File: src/hdl/cu_pkg.sv
package cu_pkg;

    localparam int OPCODE_W      = 6;
    localparam int PORT_W        = 4;
    localparam int NUM_OUT_PORTS = 4;
    localparam int ALU_OP_W      = 3;

    // Fill bits that round the control word up to 24
    localparam int CTRL_SPARE_W  = 6;

    // Fixed 6-bit opcodes; ALU, LOAD and OUTI carry operands in their low bits
    typedef enum logic [OPCODE_W-1:0] {
        op_jmp  = 6'b110000,
        op_jz   = 6'b110001,
        op_jnz  = 6'b110010,
        op_jn   = 6'b110011,
        op_call = 6'b110100,
        op_ret  = 6'b110101,
        op_skz  = 6'b110110,
        op_sknz = 6'b110111,
        op_reti = 6'b111000,
        op_out  = 6'b101000,
        op_in   = 6'b101001
    } opcode_e;

    // Instruction class from the top opcode bits
    typedef enum logic [2:0] {
        class_alu,
        class_load,
        class_outi,
        class_io,
        class_flow
    } op_class_e;

    typedef enum logic {
        st_run,
        st_skip
    } seq_state_e;

    typedef struct packed {
        logic [CTRL_SPARE_W-1:0]  spare;
        logic [ALU_OP_W-1:0]      alu_op;
        logic                     fin_interrupt;
        logic [NUM_OUT_PORTS-1:0] out_we;
        logic                     sel_out;
        logic                     sel_in;
        logic                     pop;
        logic                     push;
        logic                     sp_we;
        logic                     n_we;
        logic                     z_we;
        logic                     reg_we;
        logic                     sel_imm;
        logic                     pc_inc;   // 1 = PC + 1, 0 = jump target
    } ctrl_word_t;

    localparam ctrl_word_t CTRL_IDLE = '0;

    // Only advance the PC
    localparam ctrl_word_t CTRL_ADVANCE = '{
        pc_inc:  1'b1,
        default: '0
    };

endpackage

File: src/hdl/control_unit.sv
`timescale 1ns/100ps

module control_unit #(
    parameter int SKIP_LEN = 2
) (
    input  logic                         clk,
    input  logic                         rst,
    input  logic [cu_pkg::OPCODE_W-1:0]  opcode,
    input  logic                         z,
    input  logic                         n,
    input  logic                         irq,
    input  logic [cu_pkg::PORT_W-1:0]    port,
    output cu_pkg::ctrl_word_t           ctrl
);

    logic skip_req;
    logic skip_active;
    logic timer_start;
    logic timer_done;

    instr_decoder u_decoder (
        .rst         (rst),
        .opcode      (opcode),
        .z           (z),
        .n           (n),
        .irq         (irq),
        .port        (port),
        .skip_active (skip_active),
        .ctrl        (ctrl),
        .skip_req    (skip_req)
    );

    skip_sequencer u_sequencer (
        .clk         (clk),
        .rst         (rst),
        .skip_req    (skip_req),
        .irq         (irq),
        .timer_done  (timer_done),
        .skip_active (skip_active),
        .timer_start (timer_start)
    );

    // Interrupt cycles freeze the skip count
    skip_timer #(
        .SKIP_LEN (SKIP_LEN)
    ) u_timer (
        .clk   (clk),
        .rst   (rst),
        .start (timer_start),
        .hold  (irq),
        .done  (timer_done)
    );

endmodule

File: src/hdl/instr_decoder.sv
`timescale 1ns/100ps

module instr_decoder (
    input  logic                         rst,
    input  logic [cu_pkg::OPCODE_W-1:0]  opcode,
    input  logic                         z,
    input  logic                         n,
    input  logic                         irq,
    input  logic [cu_pkg::PORT_W-1:0]    port,
    input  logic                         skip_active,
    output cu_pkg::ctrl_word_t           ctrl,
    output logic                         skip_req
);

    import cu_pkg::*;

    // Interrupt entry pushes the return address
    localparam ctrl_word_t CTRL_IRQ = '{
        sp_we:   1'b1,
        push:    1'b1,
        default: '0
    };

    opcode_e                  op;
    op_class_e                op_class;
    logic [NUM_OUT_PORTS-1:0] port_we;
    ctrl_word_t               dec;

    assign op = opcode_e'(opcode);

    // 0xxxxx ALU, 11xxxx flow, 101xxx I/O, 1001xx OUTI, 1000xx LOAD
    always_comb
    begin
        if (!opcode[OPCODE_W-1])
        begin
            op_class = class_alu;
        end
        else if (opcode[OPCODE_W-2])
        begin
            op_class = class_flow;
        end
        else if (opcode[OPCODE_W-3])
        begin
            op_class = class_io;
        end
        else if (opcode[OPCODE_W-4])
        begin
            op_class = class_outi;
        end
        else
        begin
            op_class = class_load;
        end
    end

    // Out-of-range port numbers enable nothing
    always_comb
    begin
        for (int i = 0; i < NUM_OUT_PORTS; i++)
        begin
            port_we[i] = (port == PORT_W'(i));
        end
    end

    always_comb
    begin
        dec = CTRL_ADVANCE;
        case (op_class)
            class_alu:
            begin
                dec.reg_we = 1'b1;
                dec.z_we   = 1'b1;
                dec.n_we   = 1'b1;
                dec.alu_op = opcode[OPCODE_W-2 -: ALU_OP_W];
            end
            class_load:
            begin
                dec.sel_imm = 1'b1;
                dec.reg_we  = 1'b1;
            end
            class_outi:
            begin
                dec.sel_imm = 1'b1;
                dec.sel_out = 1'b1;
                dec.out_we  = port_we;
            end
            class_io:
            begin
                case (op)
                    op_out:
                    begin
                        dec.sel_out = 1'b1;
                        dec.out_we  = port_we;
                    end
                    op_in:
                    begin
                        dec.reg_we = 1'b1;
                        dec.sel_in = 1'b1;
                    end
                    default:
                    begin
                        dec = CTRL_ADVANCE;
                    end
                endcase
            end
            class_flow:
            begin
                case (op)
                    op_jmp:
                    begin
                        dec = CTRL_IDLE;
                    end
                    op_jz:
                    begin
                        dec.pc_inc = !z;
                    end
                    op_jnz:
                    begin
                        dec.pc_inc = z;
                    end
                    op_jn:
                    begin
                        dec.pc_inc = !n;
                    end
                    op_call:
                    begin
                        dec.sp_we = 1'b1;
                        dec.push  = 1'b1;
                    end
                    op_ret:
                    begin
                        dec        = CTRL_IDLE;
                        dec.sp_we  = 1'b1;
                        dec.pop    = 1'b1;
                    end
                    op_reti:
                    begin
                        dec               = CTRL_IDLE;
                        dec.pop           = 1'b1;
                        dec.fin_interrupt = 1'b1;
                    end
                    // Skip opcodes only advance here
                    default:
                    begin
                        dec = CTRL_ADVANCE;
                    end
                endcase
            end
            default:
            begin
                dec = CTRL_ADVANCE;
            end
        endcase
    end

    always_comb
    begin
        if (rst)
        begin
            ctrl = CTRL_IDLE;
        end
        else if (irq)
        begin
            ctrl = CTRL_IRQ;
        end
        else if (skip_active)
        begin
            ctrl = CTRL_ADVANCE;
        end
        else
        begin
            ctrl = dec;
        end
    end

    assign skip_req = !irq && !skip_active &&
                      ((op == op_skz && z) || (op == op_sknz && !z));

endmodule

File: src/hdl/skip_sequencer.sv
`timescale 1ns/100ps

module skip_sequencer (
    input  logic clk,
    input  logic rst,
    input  logic skip_req,
    input  logic irq,
    input  logic timer_done,
    output logic skip_active,
    output logic timer_start
);

    import cu_pkg::*;

    seq_state_e state;
    seq_state_e state_next;

    always_ff @(posedge clk)
    begin
        if (rst)
        begin
            state <= st_run;
        end
        else
        begin
            state <= state_next;
        end
    end

    always_comb
    begin
        state_next = state;
        case (state)
            st_run:
            begin
                if (skip_req)
                begin
                    state_next = st_skip;
                end
            end
            st_skip:
            begin
                // An interrupt cycle never closes the window
                if (timer_done && !irq)
                begin
                    state_next = st_run;
                end
            end
            default:
            begin
                state_next = st_run;
            end
        endcase
    end

    assign timer_start = (state == st_run) && skip_req;
    assign skip_active = (state == st_skip);

endmodule

File: src/hdl/skip_timer.sv
`timescale 1ns/100ps

module skip_timer #(
    parameter int SKIP_LEN = 2
) (
    input  logic clk,
    input  logic rst,
    input  logic start,
    input  logic hold,
    output logic done
);

    localparam int CNT_W = $clog2(SKIP_LEN + 1);

    logic [CNT_W-1:0] count;

    always_ff @(posedge clk)
    begin
        if (rst)
        begin
            count <= '0;
        end
        else if (start)
        begin
            count <= CNT_W'(SKIP_LEN);
        end
        else if (!hold && count != '0)
        begin
            count <= count - 1'b1;
        end
    end

    // Last counted cycle of the window
    assign done = (count == CNT_W'(1)) && !hold;

endmodule

File: config.mk
export PLATFORM = sky130hd
export DESIGN_NAME = control_unit
export DESIGN_NICKNAME = d
export VERILOG_FILES = /design/src/hdl/cu_pkg.sv /design/src/hdl/control_unit.sv /design/src/hdl/instr_decoder.sv /design/src/hdl/skip_sequencer.sv /design/src/hdl/skip_timer.sv
export SDC_FILE = /design/constraint.sdc
export NUM_CORES = 1
export LEC_CHECK = 0
export CAP_MARGIN = 20
export CORE_ASPECT_RATIO = 1.5
export CORE_UTILIZATION = 25
export DETAILED_ROUTE_END_ITERATION = 10
export DONT_BUFFER_PORTS = 1
export GPL_TIMING_DRIVEN = 1
export PLACE_DENSITY = 0.38
export SLEW_MARGIN = 5
export SYNTH_ARGS = -nofsm -noshare
export SYNTH_HDL_FRONTEND = slang
export SYNTH_HIERARCHICAL = 1
export SYNTH_SLANG_ARGS = --single-unit
File: constraint.sdc
create_clock -name clk -period 1.8 [get_ports clk]
set_clock_uncertainty 0.05 [all_clocks]
set_input_delay 0.27 -clock clk [delete_from_list [all_inputs] [get_ports clk]]
set_output_delay 0.27 -clock clk [all_outputs]
set_load 0.005 [all_outputs]
# After elaboration in Yosys (flattened, before gate mapping)
# Cells that the tools add are included.
# totals
regBits,3
latch_bits,0
ram_bits,0
romBits,0
in_bits,15
word_cells,70
mem_count,0
# classes
addsub,1
mul,0
div_mod_pow,0
magnitude_cmp,0
eq_ne,19
shift,0
muxes,25
n_bitwise,1
reduce_logical,21
# ops
cell,n
$mux W24,3
$eq A6 B6 Y1 const B,11
$pmux W8 S2,1
$pmux W5 S3,1
$mux W3,3
$eq A4 B2 Y1 const B,2
$logic_and A1 B1 Y1,8
$mux W2,4
$pmux W4 S2,1
$eq A3 B2 Y1 const B,2
$mux W1,6
$pmux W3 S2,1
$reduce_or A2 Y1,3
$mux W5,1
$eq A4 B1 Y1 const B,1
$logic_not A1 Y1,4
$logic_not A4 Y1,1
$pmux W1 S2,2
$pmux W1 S4,1
$pmux W2 S2,1
$reduce_bool A2 Y1,2
$eq A3 B1 Y1 const B,1
$eq A3 B3 Y1 const B,1
$logic_not A3 Y1,1
other kinds (5),5

# Depth between registers and ports, before layout
# Gate-level depths: netlist of the first run.
# depth
ltp_word,10
mapped_depth,7
ltp_nobuf,6

# By module
# Netlist of the first run, hierarchy kept.
# modules_own_cells
module,instances,cells_each,area_each_um2
instr_decoder,1,57,419.2
skip_timer,1,14,125.1
skip_sequencer,1,5,45.0

# Worst setup path after synthesis of the first run
# OpenSTA, ideal clock, no wires.
# synth_timing
path_kind,in2reg
from,input port opcode[2] in the netlist's numbering
to,register u_timer.count[1]
setup_ns,0.086
arrival_time_ns,1.499
slack_ns,0.166
path_stages,7
cell_sequence,buf_4 > nor2b_1 > nand2_1 > nor4_1 > and2b_2 > nor2_1 > a211oi_1
# synth_via
elab_chain_len,6
elab_cells_between_ends,9
# synth_rtl
element,line,text
start: declaration,control_unit.sv:8,"input logic [cu_pkg::OPCODE_W-1:0] opcode,"
$eq A6 B6 Y1,instr_decoder.sv:177,((op == op_skz && z) || (op == op_sknz && !z));
$logic_and A1 B1 Y1,instr_decoder.sv:177,
$logic_or A1 B1 Y1 (*),instr_decoder.sv:177,
$logic_and A1 B1 Y1 (*),instr_decoder.sv:176,assign skip_req = !irq && !skip_active &&
net skip_req,control_unit.sv:16,logic skip_req;
$logic_and A1 B1 Y1 (*),skip_sequencer.sv:56,assign timer_start = (state == st_run) && skip_req;
net timer_start,control_unit.sv:18,logic timer_start;
$mux W2 or $reduce_bool A2 Y1 (tied branches),n/a,
end signal: assignment,skip_timer.sv:25,count <= CNT_W'(SKIP_LEN);
end signal: assignment,skip_timer.sv:29,count <= count - 1'b1;
end: declaration,skip_timer.sv:15,logic [CNT_W-1:0] count;
# The timed path passes the listed nets; every way through them passes the cells marked *.
# A chain may end at the register's enable or synchronous reset.

==> results of run 1 <==
[cell families after synthesis]
logic type	after synthesis
XOR/XNOR	1
flip-flops	3
multiplexers	1
other	1
buffers and inverters	16
AND/OR/NAND/NOR	38
AO/OA/AOI/OAI	14
adder cells (fa/ha/maj)	2
[synthesized netlist by cell type (all sizes together) (2+ instances only)]
cell type / n / area [sq um]
inv: 6 / 22.5
a211o: 2 / 17.5
and2b: 2 / 16.3
nor4: 3 / 18.8
nor2: 10 / 37.5
nor4b: 3 / 56.3
buf: 10 / 78.8
nor3b: 3 / 32.5
nor2b: 2 / 12.5
dfxtp: 3 / 60.1
a31oi: 3 / 18.8
nand2: 4 / 15.0
a211oi: 2 / 15.0
ha: 2 / 25.0
nor3: 3 / 15.0
and2: 3 / 18.8
[cell type report]
class,count,area [sq um],share of cell area
clock buffers,4,26.3,0.0405
inverters,6,22.5,0.0347
multi-input cells,62,469,0.724
flip-flops and latches,3,63.8,0.0985
well taps,23,28.8,0.0444
repair buffers,5,37.5,0.0579
[worst register-to-register path: stages, from the launching register on]
cell,delay [ns]
dfxtp_4,0.35
and3b_1,0.29
nand2_1,0.08
nor4_2,0.25
and2b_2,0.21
nor4b_1,0.05
a211oi_1,0.20
[layer usage]
layer  track usage  vias to the layer above  part of all wire
li1              -                      267                 -
met1         0.141                      246              0.40
met5             0                        -                 0
met4        0.0691                        0                 0
met2         0.196                       20              0.54
met3        0.0264                        0             0.058
[power groups by stage]
stage | Clock [mW] | Sequential (mW) | Combinational, mW
5_1_grt | 0.132 | 0.0754 | 0.0901
4_1_cts | 0.123 | 0.0761 | 0.0761
6_report | 0.115 | 0.0745 | 0.0799
3_5_place_dp | 0 | 0.0770 | 0.0755
2_1_floorplan | 0 | 0.0758 | 0.0846
3_3_place_gp | 0 | 0.0772 | 0.0747
[registers in the layout (all words and copies together) (netlist names)]
name and cells:
u_timer/count 2, u_sequencer/skip_active 1
[per-stage QoR]
step | hold WS (ns) | util
final | 0.0519 | 0.290
after global routing | 0.0359 | 0.290
after CTS | 0.0529 | 0.268
after detailed placement | 0.296 | 0.257
after global placement | 0.295 | 0.257
after floorplan | 0.292 | -
[final timing paths]
check	startpoint	end	slack, ns	cells after the start
worst min-delay path	rst	u_sequencer/skip_active$_SDFF_PP0_	0.05	1
worst max register to register	u_sequencer/skip_active$_SDFF_PP0_	u_timer/count[1]$_SDFFE_PP0P_	0.22	6
worst max-delay path	u_sequencer/skip_active$_SDFF_PP0_	ctrl[7]	0.08	4
worst min register to register	u_timer/count[1]$_SDFFE_PP0P_	u_timer/count[1]$_SDFFE_PP0P_	0.47	2
[what timing repair did]
action / in CTS / in global routing
buffers inserted: 0 / 3
gates cloned: 0 / 0
pin swaps: 1 / 3
hold endpoints to repair: 0 / 0
endpoints found under the setup margin: 2 / 8
resized for setup: 0 / 5
==> results.toml, run 1 <==
[run_status]
status = "complete, no violations"

[grt]
grt_use_total = 0.118
grt_antenna_before_repair = 0
grt_overflow = 0
grt_max_degree = 14
grt_pass1_vias = 505
grt_pass1_wl_um = 2300

[route]
wl_per_cell_um = 14.0
antenna_left = 0
vias = 533
routed_via_density = 5.17
drc = 0
drt_iter0_markers = 8
firstDrtPassIters = 3
routed_wl_um = 1440

[synthesis]
synthAdderAreaFrac = 0.0425
syn_inst = 76
synth_edf_count = 0
synth-xor-area-share = 0.0149
postSynthAreaPerCell_sq_um = 7.75
netlist_area_sq_um = 589
synth_warnings = 6
synth_ff_type = "dfxtp_1"
synth_compound_area_frac = 0.197
synth-seq-area-share = 0.102
synth_top_family_by_area = "simple AND/OR/NAND/NOR gates"
synthMuxAreaShare = 0.0170
synthDistinctLibCells = 35
ys_async_sr_fraction = 0
ys_seq_elements = 3
synth_simple_gate_area_frac = 0.448

[worst_setup_path]
worstPathCellList = "nor4b_4, buf_4, nand2_1, nor3_1"
cp.arrival_ns = 1.40
critPathMaxStageDelay_ns = 0.37
startpoint_type = "flop"
cp_slowest_cell = "nor4b_4"
critPathBufInv = 1
worstPathMaxFanout = 4
required_ns = 1.48
cp_top_family = "simple AND/OR/NAND/NOR gates"
end_kind = "output port"
path_class = "flop to output port"

[placed_design]
post-place-ws_ns = 0.111
portBuffers = 0
dpl_cell_area_sq_um = 573
gp_congestion = 0.685
place_inst = 96
dp_hpwl_um = 1090

[pwr]
netSwitchingPower_mw = 0.0750
p_per_area_nw_per_um2 = 415
power_frac_seq = 0.277
p_leak_nw = 0.243
combPwrFrac = 0.297
p_clk_frac = 0.426
peakVddDrop_mv = 0.360
switching_share = 0.279
power.internal_mw = 0.194
total_power_mw = 0.269

[sta]
finalHoldViolCount = 0
finalCritPeriodShare = 0.954
timing.setup.tns_ns = 0
timing.final.ws_setup_ns = 0.0832
period_minus_slack_ns = 1.72
rsz0062_at_grt = "false"
finalMaxSlewViolations = 0
setup_violations = 0
max_freq_ghz = 0.582

[die]
die_x_um = 41.6
initial_core_util = 0.264
core_area_sq_um = 2230
ioPinCount = 39
fp-row-count = 21
die_area_sq_um = 2560
die_y_um = 61.5

[cells_and_area]
final_area_sq_um = 648
stdcell_count = 103
mostFrequentLayoutCells = "nor2_1 (10), inv_1 (6), conb_1 (6), buf_4 (5), nand2_1 (4)"
final_net_count = 98
drive_above_1_share = 0.238
fill_cells = 253
num_antenna_cells = 0
area.growth.synth_to_final_pct = 9.98
final_common_cell = "nor2_1"

[hold_path]
min_path_type = "primary input to flop"

[clock_network]
cts_buffer_depth = 2
h-tree-depth = 1
hold_buffers = 0
cts.sink_count = 3
insertion_delay_ns = 0.23
tritoncts = "yes"
cts_buffers = 3
root_buffer = "clkbuf_4"
cts.clk_slew.worst_paths_ns = 0.04

[job]
maxCapViolations = 0
(Power assumes the default switching activity.)
==> run 2, diff against run 1 <==
==> constraint.sdc (replaced) <==
create_clock -name clk -period 1.8 [get_ports clk]
set_clock_uncertainty 0.05 [all_clocks]
set_input_delay 0.18 -clock clk [delete_from_list [all_inputs] [get_ports clk]]
set_output_delay 0.18 -clock clk [all_outputs]
set_load 0.005 [all_outputs]
==> results.toml, run 2 (synthesized netlist as in run 1, its figures left out) <==
[route]
firstDrtPassIters = 2
wl_met1_um = 541
vias = 547
antenna_left = 0
wl_per_cell_um = 13.4
wl_met2_um = 755
drt_iter0_markers = 4
routed_via_density = 5.26
routed_wl_um = 1400
met3WireLength_um = 101
topRoutingLayerUsed = "met3"
drc = 0

[cells_and_area]
mostFrequentLayoutCells = "nor2_1 (10), inv_1 (6), conb_1 (6), buf_4 (4), nand2_1 (4)"
drive_above_1_share = 0.247
largest_register_ffs = 2
final_net_count = 99
area.growth.synth_to_final_pct = 13.0
final_common_cell = "nor2_1"
fin_util = 0.298
regMostFlops = "u_timer/count"
num_antenna_cells = 0

[sta]
setup_violations = 0
finalCritPeriodShare = 0.959
hold_ws_ns = 0.0333
timing.final.ws_setup_ns = 0.0733
finalMaxSlewViolations = 0
timing.setup.tns_ns = 0
max_freq_ghz = 0.579
period_minus_slack_ns = 1.73
rsz0062_at_grt = "true"
finalHoldViolCount = 0

[die]
ioPinCount = 39
die_y_um = 61.5
die_area_sq_um = 2560
core_area_sq_um = 2230
initial_core_util = 0.264
die_x_um = 41.6
fp-row-count = 21

[worst_setup_path]
worstPathMaxFanout = 4
required_ns = 1.57
end_kind = "output port"
path_class = "flop to output port"
startpoint_type = "flop"
cp.arrival_ns = 1.50

[clock_network]
cts.sink_count = 3
cts_buffers = 3
insertion_delay_ns = 0.24
tritoncts = "yes"
h-tree-depth = 1
cts_buffer_depth = 2
root_buffer = "clkbuf_4"
cts.clk_slew.worst_paths_ns = 0.05

[pwr]
p_leak_nw = 0.248
peakVddDrop_mv = 0.216
p_clk_frac = 0.441
power_frac_seq = 0.269
switching_share = 0.300
combPwrFrac = 0.289
p_per_area_nw_per_um2 = 422
total_power_mw = 0.281
netSwitchingPower_mw = 0.0843
power.internal_mw = 0.197

[grt]
grt_pass1_wl_um = 2210
grt_use_total = 0.112
grt_pass1_vias = 477
grt_overflow = 0
grt_max_degree = 14
grt_antenna_before_repair = 0

[placed_design]
post-place-ws_ns = 0.181
dp_hpwl_um = 1090
gp_congestion = 0.682
portBuffers = 0

[hold_path]
min_path_type = "primary input to flop"

[run_status]
status = "complete, no violations"

[job]
maxCapViolations = 0
## run 2: power by group through the flow
stage / Sequential, mW / Combinational (mW) / Clock, mW
finish: 0.0757 / 0.0813 / 0.124
global route: 0.0766 / 0.0908 / 0.131
CTS: 0.0756 / 0.0777 / 0.132
detailed placement: 0.0767 / 0.0739 / 0
global placement: 0.0765 / 0.0748 / 0
floorplan: 0.0758 / 0.0846 / 0
## run 2: stage by stage
stage,instance area [sq um],std cells
2_1_floorplan,608,81
3_5_place_dp,581,97
3_3_place_gp,581,97
5_1_grt,666,104
4_1_cts,617,102
6_report,666,104
## run 2: routing by layer
layer / vias to the layer above / track usage
li1: 269 / -
met1: 259 / 0.121
met2: 19 / 0.201
met3: 0 / 0.0411
met4: 0 / 0.0415
met5: - / 0
## run 2: cell type report
cell class              count  area (sq um)
clock buffers               4          26.3
fillers                   258          1570
inverters                   6          22.5
multi-input cells          62           475
flip-flops and latches      3          61.3
well taps                  23          28.8
repair buffers              6          51.3
## run 2: timing repair
action,in CTS,in global routing
buffers inserted,0,2
gates resized for setup,0,6
endpoints found under the hold margin,3,0
hold buffers,1,0
endpoints found under the setup margin,0,5
## run 2: critical path: stages (launching register included)
cell	delay (ns)
dfxtp_2	0.32
buf_6	0.12
nor4b_4	0.38
o2111ai_4	0.21
nor3b_2	0.24
## run 2: worst paths after layout
| kind | from | end | slack [ns] | cells past startpoint |
|---|---|---|---|---|
| max | u_sequencer/skip_active$_SDFF_PP0_ | ctrl[11] | 0.07 | 4 |
| min | irq | u_sequencer/skip_active$_SDFF_PP0_ | 0.03 | 2 |
| max reg2reg | u_sequencer/skip_active$_SDFF_PP0_ | u_timer/count[1]$_SDFFE_PP0P_ | 0.21 | 6 |
| min reg2reg | u_timer/count[0]$_SDFFE_PP0P_ | u_timer/count[0]$_SDFFE_PP0P_ | 0.48 | 2 |
==> run 3, diff against run 2 <==
--- a/config.mk
+++ b/config.mk
@@ -5,13 +5,13 @@
 export SDC_FILE = /design/constraint.sdc
 export NUM_CORES = 1
 export LEC_CHECK = 0
+export BUFFER_PORTS_ARGS = -buffer_cell sky130_fd_sc_hd__clkbuf_2
 export CAP_MARGIN = 20
 export CORE_ASPECT_RATIO = 1.5
 export CORE_UTILIZATION = 25
 export DETAILED_ROUTE_END_ITERATION = 10
-export DONT_BUFFER_PORTS = 1
 export GPL_TIMING_DRIVEN = 1
-export PLACE_DENSITY = 0.38
+export PLACE_DENSITY = 0.52
 export SLEW_MARGIN = 5
 export SYNTH_ARGS = -nofsm -noshare
 export SYNTH_HDL_FRONTEND = slang
==> results.toml, run 3 (synthesized netlist as in run 1, its figures left out) <==
[cells_and_area]
mostFrequentLayoutCells = "clkbuf_2 (32), nor2_1 (10), inv_1 (6), conb_1 (6), buf_4 (5)"
final_common_cell = "clkbuf_2"
final_net_count = 130
final_area_sq_um = 785
area.growth.synth_to_final_pct = 33.1
fin_util = 0.351
multiInputGateArea_sq_um = 448
regMostFlops = "u_timer/count"
fill_cells = 250
drive_above_1_share = 0.446
num_antenna_cells = 0
regArea_sq_um = 61.3
largest_register_ffs = 2

[route]
antenna_left = 0
wl_per_cell_um = 10.3
routed_via_density = 4.73
firstDrtPassIters = 4
routed_wl_um = 1400
drt_iter0_markers = 7
vias = 638
drc = 0

[sta]
timing.setup.tns_ns = 0
finalCritPeriodShare = 0.949
finalMaxSlewViolations = 0
period_minus_slack_ns = 1.71
rsz0062_at_grt = "false"
setup_violations = 0
finalHoldViolCount = 0
max_freq_ghz = 0.586

[clock_network]
cts_buffers = 3
cts.sink_count = 3
cts.clk_slew.worst_paths_ns = 0.04
h-tree-depth = 1
insertion_delay_ns = 0.24
tritoncts = "yes"
root_buffer = "clkbuf_4"
cts_buffer_depth = 2

[die]
initial_core_util = 0.264
ioPinCount = 39
die_x_um = 41.6
fp-row-count = 21
die_area_sq_um = 2560
core_area_sq_um = 2230
die_y_um = 61.5

[pwr]
power_frac_seq = 0.237
p_leak_nw = 0.379
combPwrFrac = 0.388
switching_share = 0.332
total_power_mw = 0.319
netSwitchingPower_mw = 0.106
power.internal_mw = 0.213
p_per_area_nw_per_um2 = 407
peakVddDrop_mv = 0.301
p_clk_frac = 0.375

[grt]
grt_overflow = 0
grt_antenna_before_repair = 0
grt_pass1_vias = 556
grt_use_total = 0.111
grt_pass1_wl_um = 2210
grt_max_degree = 13

[placed_design]
dp_hpwl_um = 1140
dpl_cell_area_sq_um = 756
gp_congestion = 0.798
portBuffers = 32

[worst_setup_path]
worst-r2r-cell-count = 6
worst_setup_path_startpoint = "u_sequencer/skip_active$_SDFF_PP0_"
end_kind = "output port"
startpoint_type = "flop"
cp-endpoint = "ctrl[12]"
path_class = "flop to output port"
required_ns = 1.57
r2r-end = "u_timer/count[1]$_SDFFE_PP0P_"
r2r_setup_slack_ns = 0.19
worstPathMaxFanout = 7
r2r-start = "u_sequencer/skip_active$_SDFF_PP0_"
cp.arrival_ns = 1.48

[job]
maxCapViolations = 0

[hold_path]
min_path_type = "primary input to flop"

[run_status]
status = "complete, no violations"
## run 3: metrics by stage
stage               cells  worst slack, ns  hold WS (ns)
finish                135           0.0924         0.283
global route          135          0.00899         0.307
CTS                   135           0.0177         0.277
detailed placement    131           0.0858         0.470
global placement      131            0.198         0.462
floorplan              81            0.256         0.202
## run 3: what timing repair did
| item | 4_1_cts | 5_1_grt |
|---|---|---|
| resized for setup | 0 | 2 |
| setup endpoints to repair | 3 | 5 |
| setup buffers | 0 | 0 |
| hold buffers | 0 | 0 |
| pin swaps | 2 | 0 |
| endpoints found under the hold margin | 0 | 0 |
## run 3: worst min-delay path by stage
| stage | from | to | slack, ns | cells past startpoint |
|---|---|---|---|---|
| 6_report | rst | u_timer/count[1]$_SDFFE_PP0P_ | 0.28 | 3 |
| 5_1_grt | rst | u_sequencer/skip_active$_SDFF_PP0_ | 0.31 | 3 |
| 4_1_cts | rst | u_timer/count[1]$_SDFFE_PP0P_ | 0.28 | 3 |
| 3_5_place_dp | u_timer/count[0]$_SDFFE_PP0P_ | u_timer/count[0]$_SDFFE_PP0P_ | 0.47 | 2 |
| 3_3_place_gp | u_timer/count[1]$_SDFFE_PP0P_ | u_timer/count[1]$_SDFFE_PP0P_ | 0.46 | 2 |
| 2_1_floorplan | rst | u_sequencer/skip_active$_SDFF_PP0_ | 0.20 | 1 |
## run 3: power groups by stage
stage          Sequential, mW  Combinational (mW)  Clock (mW)
5_1_grt                0.0761               0.139       0.129
3_5_place_dp           0.0768               0.124           0
3_3_place_gp           0.0768               0.123           0
6_report               0.0757               0.124       0.120
4_1_cts                0.0759               0.124       0.126
2_1_floorplan          0.0758              0.0846           0
## run 3: area by class of cell
| class | instances | area share |
|---|---|---|
| Multi-Input combinational cell | 62 | 0.571 |
| Timing Repair Buffer | 37 | 0.252 |
| Inverter | 6 | 0.0287 |
| Tap cell | 23 | 0.0367 |
| Sequential cell | 3 | 0.0781 |
| Clock buffer | 4 | 0.0335 |
## run 3: worst max-delay path: stages, from the launching register on
cell and delay (ns):
dfxtp_2 0.35, nor4b_4 0.30, o2111ai_2 0.23, nor3b_2 0.23, clkbuf_2 0.13
## run 3: per-layer routing
layer	GRT usage	up-vias	share of wire
li1	-	329	-
met1	0.128	275	0.43
met2	0.203	32	0.50
met3	0.0117	2	0.061
met4	0.0553	0	0.010
met5	0	-	0
